`config.mk`:
```
export PLATFORM = sky130hd
export DESIGN_NAME = switch_top
export DESIGN_NICKNAME = d
export VERILOG_FILES = /design/src/switch_pkg.sv /design/src/in_port_fifo.sv /design/src/switch_ctrl.sv /design/src/out_port_mux.sv /design/src/switch_top.sv
export VERILOG_INCLUDE_DIRS = /design/src
export SDC_FILE = /design/constraint.sdc
export NUM_CORES = 2
export LEC_CHECK = 0
export BUFFER_PORTS_ARGS = -buffer_cell sky130_fd_sc_hd__buf_4
export CORE_MARGIN = 2
export CORE_UTILIZATION = 35
export CTS_BUF_LIST = sky130_fd_sc_hd__clkbuf_8 sky130_fd_sc_hd__clkbuf_16
export DETAILED_ROUTE_END_ITERATION = 8
export HOLD_SLACK_MARGIN = 0.1
export PLACE_DENSITY = 0.51
export SYNTH_ARGS = -nofsm -noshare
export SYNTH_HDL_FRONTEND = slang
export SYNTH_SLANG_ARGS = --single-unit
```
`constraint.sdc`:
```
create_clock -name clk -period 4 [get_ports clk]
set_input_delay 0.4 -clock clk [delete_from_list [all_inputs] [get_ports clk]]
set_output_delay 0.4 -clock clk [all_outputs]
set_load 0.02 [all_outputs]
```
`src/switch_macros.svh`:
```
// Size constants for the 4-port packet switch, shared by design and testbench.
`ifndef SWITCH_MACROS_SVH
`define SWITCH_MACROS_SVH

`define SW_PORTS       4
`define SW_PORT_BITS   2
`define SW_WORD_W      16
`define SW_FIFO_DEPTH  32
`define SW_MAX_PKT     8

// A packet started just before pause rises still fits in the FIFO.
`define SW_PAUSE_LEVEL (`SW_FIFO_DEPTH - `SW_MAX_PKT)

`endif

```
`src/switch_pkg.sv`:
```
// Shared data types and the control state encoding of the packet switch.
`default_nettype none

`include "switch_macros.svh"

package switch_pkg;

    typedef logic [`SW_WORD_W-1:0]    word_t;
    typedef logic [`SW_PORT_BITS-1:0] port_t;
    typedef logic [`SW_PORTS-1:0]     port_mask_t;

    // Fill count from empty up to a completely full FIFO.
    typedef logic [$clog2(`SW_FIFO_DEPTH + 1)-1:0] level_t;

    typedef logic [$clog2(`SW_FIFO_DEPTH)-1:0] pkt_cnt_t;  // Complete packets held.

    typedef enum logic {
        IDLE,
        SEND
    } ctrl_state_t;

endpackage

`default_nettype wire

```
`src/in_port_fifo.sv`:
```
// Input port FIFO that buffers framed words and offers only complete packets.
`timescale 1ns/1ps
`default_nettype none

`include "switch_macros.svh"

module in_port_fifo (
    input  wire                       clk,
    input  wire                       rst_n,
    input  wire                       wr_vld,
    input  wire                       wr_sop,
    input  wire                       wr_eop,
    input  wire switch_pkg::word_t    wr_data,
    input  wire                       pop,
    output switch_pkg::word_t         head_word,
    output logic                      head_eop,
    output logic                      has_pkt,
    output switch_pkg::level_t        level,
    output logic                      pause
);
    import switch_pkg::*;

    localparam int PTR_W = $clog2(`SW_FIFO_DEPTH);

    word_t            data_mem [`SW_FIFO_DEPTH];
    logic             eop_mem  [`SW_FIFO_DEPTH];
    logic [PTR_W-1:0] wr_ptr;
    logic [PTR_W-1:0] rd_ptr;
    pkt_cnt_t         pkt_cnt;
    logic             in_pkt;    // Between a sop and its eop on the write side.
    logic             fifo_full;
    logic             wr_en;
    logic             rd_en;
    logic             pkt_inc;
    logic             pkt_dec;

    assign fifo_full = (level == level_t'(`SW_FIFO_DEPTH));

    // A word outside any packet frame, or one arriving at full depth, is dropped.
    assign wr_en = wr_vld && (wr_sop || in_pkt) && !fifo_full;
    assign rd_en = pop && (level != '0);

    assign pkt_inc = wr_en && wr_eop;
    assign pkt_dec = rd_en && head_eop;

    always_ff @(posedge clk) begin
        if (wr_en) begin
            data_mem[wr_ptr] <= wr_data;
            eop_mem[wr_ptr]  <= wr_eop;
        end
    end

    // First word falls through so the arbiter can see the destination.
    assign head_word = data_mem[rd_ptr];
    assign head_eop  = eop_mem[rd_ptr];
    assign has_pkt   = (pkt_cnt != '0);

    always_ff @(posedge clk) begin
        if (!rst_n) begin
            wr_ptr  <= '0;
            rd_ptr  <= '0;
            level   <= '0;
            pkt_cnt <= '0;
            in_pkt  <= 1'b0;
            pause   <= 1'b0;
        end else begin
            if (wr_en) begin
                wr_ptr <= wr_ptr + 1'b1;
            end
            if (rd_en) begin
                rd_ptr <= rd_ptr + 1'b1;
            end

            case ({wr_en, rd_en})
                2'b10:   level <= level + 1'b1;
                2'b01:   level <= level - 1'b1;
                default: level <= level;
            endcase

            case ({pkt_inc, pkt_dec})
                2'b10:   pkt_cnt <= pkt_cnt + 1'b1;
                2'b01:   pkt_cnt <= pkt_cnt - 1'b1;
                default: pkt_cnt <= pkt_cnt;
            endcase

            if (wr_vld) begin
                in_pkt <= !wr_eop && (wr_sop || in_pkt);  // Single-word packets never open a frame.
            end

            pause <= (level >= level_t'(`SW_PAUSE_LEVEL));
        end
    end

endmodule

`default_nettype wire

```
`src/switch_ctrl.sv`:
```
// Round-robin arbiter and transfer FSM that moves one packet at a time.
`timescale 1ns/1ps
`default_nettype none

`include "switch_macros.svh"

module switch_ctrl (
    input  wire                                     clk,
    input  wire                                     rst_n,
    input  wire switch_pkg::port_mask_t             wrr_en,
    input  wire switch_pkg::port_mask_t             ready,
    input  wire switch_pkg::port_mask_t             has_pkt,
    input  wire switch_pkg::port_t [`SW_PORTS-1:0]  head_dest,
    input  wire switch_pkg::port_mask_t             head_eop,
    output switch_pkg::port_mask_t                  pop,
    output switch_pkg::port_t                       sel_port,
    output switch_pkg::port_t                       dest_port,
    output logic                                    out_vld,
    output logic                                    out_sop,
    output logic                                    out_eop
);
    import switch_pkg::*;

    ctrl_state_t state;
    port_t       rr_ptr;      // Input with the highest priority at the next grant.
    port_mask_t  cand;
    logic        grant_vld;
    port_t       grant_port;
    logic        first_word;

    // Ready is looked at only here, when a packet is granted.
    always_comb begin
        for (int i = 0; i < `SW_PORTS; i++) begin
            cand[i] = has_pkt[i] && wrr_en[i] && ready[head_dest[i]];
        end
    end

    always_comb begin
        port_t idx;

        grant_vld  = 1'b0;
        grant_port = rr_ptr;
        for (int k = 0; k < `SW_PORTS; k++) begin
            idx = rr_ptr + port_t'(k);  // Wraps around the port count.
            if (!grant_vld && cand[idx]) begin
                grant_vld  = 1'b1;
                grant_port = idx;
            end
        end
    end

    always_ff @(posedge clk) begin
        if (!rst_n) begin
            state      <= IDLE;
            rr_ptr     <= '0;
            sel_port   <= '0;
            dest_port  <= '0;
            first_word <= 1'b0;
        end else begin
            case (state)
                IDLE: begin
                    if (grant_vld) begin
                        state      <= SEND;
                        rr_ptr     <= grant_port + 1'b1;
                        sel_port   <= grant_port;
                        dest_port  <= head_dest[grant_port];
                        first_word <= 1'b1;
                    end
                end
                SEND: begin
                    first_word <= 1'b0;
                    if (head_eop[sel_port]) begin
                        state <= IDLE;  // Eop word leaves this cycle.
                    end
                end
                default: state <= IDLE;
            endcase
        end
    end

    // One word per SEND cycle, with strobes aligned to the popped word.
    always_comb begin
        pop     = '0;
        out_vld = (state == SEND);
        out_sop = (state == SEND) && first_word;
        out_eop = (state == SEND) && head_eop[sel_port];
        if (state == SEND) begin
            pop[sel_port] = 1'b1;
        end
    end

endmodule

`default_nettype wire

```
`src/out_port_mux.sv`:
```
// Output datapath that registers the popped word onto its destination lane.
`timescale 1ns/1ps
`default_nettype none

`include "switch_macros.svh"

module out_port_mux (
    input  wire                                     clk,
    input  wire                                     rst_n,
    input  wire switch_pkg::word_t [`SW_PORTS-1:0]  head_word,
    input  wire switch_pkg::port_t                  sel_port,
    input  wire switch_pkg::port_t                  dest_port,
    input  wire                                     out_vld,
    input  wire                                     out_sop,
    input  wire                                     out_eop,
    output switch_pkg::port_mask_t                  rd_vld,
    output switch_pkg::port_mask_t                  rd_sop,
    output switch_pkg::port_mask_t                  rd_eop,
    output switch_pkg::word_t [`SW_PORTS-1:0]       rd_data
);
    import switch_pkg::*;

    port_mask_t lane;
    word_t      sel_word;

    assign lane     = port_mask_t'(1) << dest_port;  // One-hot destination lane.
    assign sel_word = head_word[sel_port];

    always_ff @(posedge clk) begin
        if (!rst_n) begin
            rd_vld <= '0;
            rd_sop <= '0;
            rd_eop <= '0;
        end else begin
            rd_vld <= out_vld ? lane : '0;
            rd_sop <= out_sop ? lane : '0;
            rd_eop <= out_eop ? lane : '0;
        end
    end

    // Idle lanes keep their last word.
    always_ff @(posedge clk) begin
        if (out_vld) begin
            rd_data[dest_port] <= sel_word;
        end
    end

endmodule

`default_nettype wire

```
`src/switch_top.sv`:
```
// Top level of the 4-port packet switch with per-input FIFOs and one transfer path.
`timescale 1ns/1ps
`default_nettype none

`include "switch_macros.svh"

module switch_top (
    input  wire                                     clk,
    input  wire                                     rst_n,
    input  wire switch_pkg::port_mask_t             wr_sop,
    input  wire switch_pkg::port_mask_t             wr_eop,
    input  wire switch_pkg::port_mask_t             wr_vld,
    input  wire switch_pkg::word_t [`SW_PORTS-1:0]  wr_data,
    input  wire switch_pkg::port_mask_t             wrr_en,
    input  wire switch_pkg::port_mask_t             ready,
    output wire switch_pkg::port_mask_t             pause,
    output wire                                     full,
    output wire                                     almost_full,
    output wire switch_pkg::port_mask_t             rd_sop,
    output wire switch_pkg::port_mask_t             rd_eop,
    output wire switch_pkg::port_mask_t             rd_vld,
    output wire switch_pkg::word_t [`SW_PORTS-1:0]  rd_data
);
    import switch_pkg::*;

    wire word_t [`SW_PORTS-1:0] head_word;
    wire port_t [`SW_PORTS-1:0] head_dest;
    wire port_mask_t            head_eop;
    wire port_mask_t            has_pkt;
    wire port_mask_t            pop;
    wire port_mask_t            at_depth;
    wire level_t                level [`SW_PORTS];
    wire port_t                 sel_port;
    wire port_t                 dest_port;
    wire                        out_vld;
    wire                        out_sop;
    wire                        out_eop;

    for (genvar i = 0; i < `SW_PORTS; i++) begin : g_port
        in_port_fifo u_fifo (
            .clk       (clk),
            .rst_n     (rst_n),
            .wr_vld    (wr_vld[i]),
            .wr_sop    (wr_sop[i]),
            .wr_eop    (wr_eop[i]),
            .wr_data   (wr_data[i]),
            .pop       (pop[i]),
            .head_word (head_word[i]),
            .head_eop  (head_eop[i]),
            .has_pkt   (has_pkt[i]),
            .level     (level[i]),
            .pause     (pause[i])
        );

        // Destination output sits in the low bits of the first word.
        assign head_dest[i] = head_word[i][`SW_PORT_BITS-1:0];
        assign at_depth[i]  = (level[i] == level_t'(`SW_FIFO_DEPTH));
    end

    switch_ctrl u_ctrl (
        .clk       (clk),
        .rst_n     (rst_n),
        .wrr_en    (wrr_en),
        .ready     (ready),
        .has_pkt   (has_pkt),
        .head_dest (head_dest),
        .head_eop  (head_eop),
        .pop       (pop),
        .sel_port  (sel_port),
        .dest_port (dest_port),
        .out_vld   (out_vld),
        .out_sop   (out_sop),
        .out_eop   (out_eop)
    );

    out_port_mux u_mux (
        .clk       (clk),
        .rst_n     (rst_n),
        .head_word (head_word),
        .sel_port  (sel_port),
        .dest_port (dest_port),
        .out_vld   (out_vld),
        .out_sop   (out_sop),
        .out_eop   (out_eop),
        .rd_vld    (rd_vld),
        .rd_sop    (rd_sop),
        .rd_eop    (rd_eop),
        .rd_data   (rd_data)
    );

    assign full        = |at_depth;
    assign almost_full = |pause;  // Any input past its pause level.

endmodule

`default_nettype wire

```
After elaboration in Yosys (flattened, before gate mapping):

Memories as Yosys holds them, arrays and structs flattened. A register that Yosys moved wholly into a read port is not among the register bits.
Index checks and enable logic that the tools add are counted.

* bits of input ports: 86
* logic and storage cells: 260
* memories: 8
* memory bits (writable): 2176
* output and inout bits: 82
* register bits after elaboration: 176
* bits in latches: 0
* bits in read-only memories: 0

Memory list
* g_port[0].u_fifo.data_mem: words 32, width 16, rd ports 1, clocked after Yosys merged registers in 1, write ports 1, line in_port_fifo.sv:25 `` word_t data_mem [`SW_FIFO_DEPTH]; ``
* g_port[1].u_fifo.data_mem: words 32, width 16, rd ports 1, clocked after Yosys merged registers in 1, write ports 1, line in_port_fifo.sv:25
* g_port[2].u_fifo.data_mem: words 32, width 16, rd ports 1, clocked after Yosys merged registers in 1, write ports 1, line in_port_fifo.sv:25
* g_port[3].u_fifo.data_mem: words 32, width 16, rd ports 1, clocked after Yosys merged registers in 1, write ports 1, line in_port_fifo.sv:25
* g_port[0].u_fifo.eop_mem: words 32, width 1, rd ports 1, clocked after Yosys merged registers in 1, write ports 1, line in_port_fifo.sv:26 `` logic eop_mem [`SW_FIFO_DEPTH]; ``
* g_port[1].u_fifo.eop_mem: words 32, width 1, rd ports 1, clocked after Yosys merged registers in 1, write ports 1, line in_port_fifo.sv:26
* 2 more memories

* $lt $le $gt $ge: 17
* equality and inequality tests: 21
* div/mod/pow operators: 0
* add/subtract/negate cells: 28
* shift operators: 1
* multiply operators: 0
* muxes and demuxes: 72
* reduce and logical (&&, ||, !) cells: 76
* bitwise logic cells: 1

Operator list (count)
* $mux W5: 16
* $bwmux W64: 1
* $add A5 B1 Y5 const B: 12
* $pmux W6 S2: 4
* $pmux W5 S2: 4
* $logic_and A1 B1 Y1: 39
* $lt A2 B3 Y1 const B: 11
* $bmux W16 S2: 1
* $demux W16 S2: 1
* $mux W16: 2
* $mux W1: 25
* $add A6 B1 Y6 const B: 4
* $eq A6 B6 Y1 const B: 4
* $ge A6 B5 Y1 const B: 4
* $reduce_bool A6 Y1: 4
* $sub A6 B1 Y6 const B: 4
* $reduce_bool A5 Y1: 4
* $sub A5 B1 Y5 const B: 4
* $bmux W1 S2: 9
* $eq A2 B1 Y1 const B: 8
* $eq A2 B2 Y1 const B: 8
* $reduce_bool A2 Y1: 8
* $logic_not A1 Y1: 11
* $mux W2: 4
* other kinds (13): 24

Longest topological paths before layout:

* depth after elaboration: 17
* depth in mapped cells: 17
* mapped depth without buffers: 13

Modules after synthesis:

From an unflattened synthesis, not the netlist that was laid out.

* cells, all modules: 4217
* area total of the unflattened synthesis: 92661.4 µm²

Modules (own cells, without submodules)
* in_port_fifo (g_port[0].u_fifo ...): cells each 1006, area an instance 22290.1 µm², instances 2
* in_port_fifo (g_port[2].u_fifo): cells each 1009, area an instance 22302.6 µm², instances 1
* in_port_fifo (g_port[3].u_fifo): cells each 1001, area an instance 22272.6 µm², instances 1
* out_port_mux: cells each 115, area an instance 2745.1 µm², instances 1
* switch_ctrl: cells each 69, area an instance 689.4 µm², instances 1
* switch_top: cells each 11, area an instance 71.3 µm², instances 1

Worst setup path after synthesis:

Ideal clock, no wire load.

* path kind: flip-flop to flip-flop
* start: register with a tool-made name
* end: register g_port[1].u_fifo.pkt_cnt[4]
* path buffers: 4
* data required time: 3.924 ns
* data arrival time: 3.876 ns
* setup time: 0.076 ns
* path slack: 0.048 ns
* stages on the path, launching flop included: 16
* period minus slack after synthesis: 3.952 ns
* path through: dfxtp_1 buf_2 buf_2 buf_2 clkbuf_1 mux4_2 mux4_2 mux2i_1 nor3_1 ha_1 fa_1 a21o_1 a21oi_1 xor2_1 or3_1 a21boi_0

RTL lines
* end signal, assigned: line in_port_fifo.sv:81 `2'b10: pkt_cnt <= pkt_cnt + 1'b1;`
* end signal, assigned: line in_port_fifo.sv:82 `2'b01: pkt_cnt <= pkt_cnt - 1'b1;`
* end signal, assigned: line in_port_fifo.sv:83 `default: pkt_cnt <= pkt_cnt;`
* end, declared: line in_port_fifo.sv:29 `pkt_cnt_t pkt_cnt;`

==> summary.md <==
| Metric | Value |
|---|---|
| Final Critical Period | 3.819 ns |
| Post-Syn Area | ~0.092 mm^2 |
| CTS sink cnt | 2372 |
| Largest net degree at the start of global routing | 67 |
| Distinct cells, synth | between 60 and 70 |
| Worst Path Required | roughly 4.7 ns |
| Syn_area_per_cell | 21.70 um^2 |
| Routed wire length | between 200000 and 250000 um |
| Die ar. | roughly 0.27 mm^2 |
| Max cap viols | 0 |
| Worst skew pair latency | about 0.87 ns |
| Outcome | complete, no violations |
| Share of post-route cells with drive strength above 1 | around a third |
| Grt ovf | 0 |
| Pre-Repair DR Iteration Count | 5 |
| Final Setup Violations | 0 |
| DRT iter0 DRCs | approximately 4000 |
| WS Path Type | flop to flop |
| Global-route wire length before repair | about 330000 um |
| Worst Path Max Fanout | 12 |
| Detailed placement HPWL | about 140000 um |
| Commonest cells after routing, fill and taps aside | edfxtp_1 (2240), mux4_2 (633), buf_4 (446) |
| Fin. Hold Viols | 0 |
| FF-to-FF End | u_ctrl.dest_port[1]$_SDFFE_PN0P_ |
| Core ar. | approximately 0.26 mm^2 |
| Inserted Clock Buffers | 240 |
| Max frequency | 261.8 MHz |
| Syn Nets | ~4400 |
| Synth Instances | around 4200 |
| DR WL/cell | ~27 um |
| Max incr delay on CP | around 0.52 ns |
| Port bufs | 167 |
| Clock Skews | about 0.037 ns |
| Root Buffer | clkbuf_16 |
| Via count | 44020 |
| Clock power share | 43.1% |
| Final Slew Violations | 0 |
| Seq pwr share | approximately 54% |
| Finished Cell Area | 0.1086 mm^2 |
| Die Ht | between 500 and 600 um |
| Worst-path cell chain | buf_6 -> mux4_2 -> mux4_2 -> mux2_4 -> nand2b_2 -> a21oi_2 -> nor2_4 -> nand3_1 -> a2111oi_4 -> buf_4 -> mux2i_1 -> mux2_2 -> o22ai_2 |
| Most common cell after layout, fill and taps aside | edfxtp_1 |
| CTS H-tree depth | 4 |
| Antenna violations before repair | 20 |
| Power Dens Cells | 465.0 mW/mm^2 |
| Max transition margin | 27.60% |
| Gpl congestion | 0.7752 |
| Int Pwr | 40.15 mW |
| Worst hold-check path type | input pin to flop |
| Die W | around 520 um |
| Area Growth Syn to Fin | 17.74% |
| Crit. End Element | flop |
| CTS resizes | 0 |
| DP Area | around 0.10 mm^2 |
| Reg-to-reg setup timing slack | ~0.18 ns |
| Core Rows | ~190 |
| Critical path data arrival time | approximately 4.6 ns |
| Register area share after synthesis | between 70% and 80% |
| Setup slack after layout | 0.1809 ns |
| CTS Buffer Depth | 3 |
| Ys flop type | edfxtp_1 |
| FFs w/ async S/R, synth | 0% |
| Seq cells post-synth | around 2400 |
| Setup crit start kind | flop |
| Combinational fraction of design power | around 2.7% |
| Worst slack at placement | -0.03463 ns |
| Post-synth EDFFs | about 2200 |
| Reg clk slew, reported paths | around 0.060 ns |
| Net switching power | a little over 10 mW |
| RSZ-0062 raised after global routing | no |
| Leak pwr | between 30 and 40 nW |
| Switching Fraction | just over 20% |
| Critical path's slowest cell | dfxtp_4 |
| Antenna viol nets, final | 0 |
| Worst VDD drop | 0.4046 mV |
| CP dominant cell by count | mux4_2 |
| Worst r2r path cells | 13 |
| Period utilization | about 95% |
| Nets@finish | around 5000 |
| Initial Utilization | 35.15% |
| Ports | 168 |
| Worst slew pin tran | about 1.1 ns |
| Total GRT Usage | between 10% and 20% |
| Setup crit end | u_ctrl.dest_port[1]$_SDFFE_PN0P_ |
| Vias in the first global route | around 45000 |
| Vias per cell | between 5 and 6 |
| CTS tree | built |
| Yosys warnings | 0 |
| Drc violations | 0 |
[flip-flops by register name, summed over array words and instances, names as in the netlist, named ones only]
| signal | flops |
|---|---|
| g_port.u_fifo.pause | 4 |
| u_ctrl.rr_ptr | 2 |
| g_port.u_fifo.data_mem | 2048 |
| u_mux.rd_vld | 4 |
| g_port.u_fifo.level | 24 |
| u_mux.rd_eop | 4 |
| u_mux.rd_sop | 4 |
| u_ctrl.out_vld | 1 |
| u_ctrl.dest_port | 2 |
| u_ctrl.first_word | 1 |
| u_mux.rd_data | 64 |
| g_port.u_fifo.rd_ptr | 20 |
| g_port.u_fifo.pkt_cnt | 20 |
| g_port.u_fifo.wr_ptr | 20 |
| g_port.u_fifo.in_pkt | 4 |
| g_port.u_fifo.eop_mem | 128 |
| u_ctrl.sel_port | 2 |
[routing by layer]
metal	share of wire [%]	track usage (%)	up-vias
met2	50	28.78	951
met3	3.9	2.408	327
met1	44	23.74	23870
li1	-	-	18860
met5	0.030	0	-
met4	2.9	5.174	10
[critical path: cells and delay by family (launching register included)]
family / cells / cell delay [ns]
mux: 5 / 1.78
flops: 1 / 0.52
compound gates: 3 / 0.49
simple gates: 3 / 0.44
buf+inv: 2 / 0.44
[cells in the mapped netlist (all sizes together), types with 5 or more instances]
cell | n | area [um^2]
a22oi | 12 | 90.09
ha | 56 | 700.7
nand3 | 14 | 70.07
nor2b | 32 | 200.2
a211oi | 13 | 110.1
nand4 | 13 | 81.33
nor2 | 165 | 634.4
xnor2 | 44 | 385.4
or4 | 9 | 67.56
o21a | 9 | 67.56
dfxtp | 132 | 2643
a21o | 16 | 120.1
and2 | 71 | 444.2
a21boi | 8 | 60.06
nand2b | 15 | 96.34
or2 | 6 | 37.54
nor3 | 15 | 75.07
a211o | 5 | 43.79
mux4 | 642 | 14490
o31ai | 5 | 37.54
inv | 45 | 168.9
fa | 8 | 160.2
or3 | 12 | 75.07
o211ai | 15 | 112.6
edfxtp | 2240 | 67260
mux2i | 119 | 1191
or3b | 8 | 70.07
clkbuf | 130 | 488.0
o221ai | 14 | 122.6
nand3b | 8 | 60.06
mux2 | 22 | 255.3
o21ai | 51 | 255.3
buf | 84 | 426.7
nand2 | 110 | 412.9
a21oi | 55 | 279.0
xor2 | 21 | 183.9
[area by class of cell]
type / count / area [um^2]
Fill cell: 22950 / 153700
Sequential cell: 2372 / 69950
Multi-Input combinational cell: 1618 / 21540
Clock buffer: 253 / 6196
Timing Repair Buffer: 560 / 4811
Tap cell: 3515 / 4398
Clock inverter: 194 / 1480
Inverter: 45 / 168.9
Antenna cell: 9 / 22.52
[power groups by stage]
stage               clock network [mW]  logic, mW  registers [mW]
finish                            21.8       1.38            27.3
global route                      23.2       1.50            27.3
CTS                               22.3       1.41            27.3
detailed placement                   0       1.32            27.9
global placement                     0       1.29            27.9
floorplan                            0      0.505            27.9
[cells by family (layout without fill, tap and decap cells)]
group | count (synthesis) | in the layout | share of synthesized area (%)
DFF | 2372 | 2372 | 75.82
muxes | 783 | 783 | 17.29
and+or+nand+nor | 480 | 480 | 2.535
buffers and inverters | 259 | 1052 | 1.175
AOI/OAI and AO/OA | 226 | 226 | 1.633
xor gates and xnor gates | 65 | 65 | 0.6174
adders and majority gates | 64 | 64 | 0.9336
other | 0 | 9 | 0
[metrics by stage]
| stage | cells | TNS [ns] | utilization [%] | hold slack (ns) | power [mW] |
|---|---|---|---|---|---|
| final | 8566 | 0 | 41.39 | 0.2110 | 50.49 |
| after global routing | 8564 | 0 | 41.39 | 0.1987 | 52.09 |
| after CTS | 8545 | 0 | 41.32 | 0.1086 | 51.10 |
| after detailed placement | 8014 | -0.03463 | 38.07 | 0.4516 | 29.19 |
| after global placement | 8014 | 0 | 38.07 | 0.4424 | 29.16 |
| after floorplan | 4249 | 0 | - | 0.4316 | 28.38 |
[worst min path at each step]
| stage | startpoint | endpoint | slack (ns) | cells after the start |
|---|---|---|---|---|
| floorplan | g_port[0].u_fifo.in_pkt$_SDFFE_PN0P_ | g_port[0].u_fifo.in_pkt$_SDFFE_PN0P_ | 0.43 | 2 |
| global placement | g_port[2].u_fifo.in_pkt$_SDFFE_PN0P_ | g_port[2].u_fifo.in_pkt$_SDFFE_PN0P_ | 0.44 | 2 |
| detailed placement | g_port[0].u_fifo.in_pkt$_SDFFE_PN0P_ | g_port[0].u_fifo.in_pkt$_SDFFE_PN0P_ | 0.45 | 2 |
| CTS | wr_vld[3] | g_port[3].u_fifo.wr_ptr[1]$_SDFFE_PN0P_ | 0.11 | 6 |
| global route | ready[3] | u_ctrl.first_word$_SDFFE_PN0P_ | 0.20 | 5 |
| finish | ready[3] | u_ctrl.first_word$_SDFFE_PN0P_ | 0.21 | 5 |
[timing repair]
item / 4_1_cts / 5_1_grt
buffers inserted: 2 / 12
hold buffers: 82 / 0
pin swaps: 1 / 0
endpoints found under the hold margin: 2224 / 0
setup endpoints to repair: 1 / 8
Note: power is estimated with default switching activity, not from simulation.
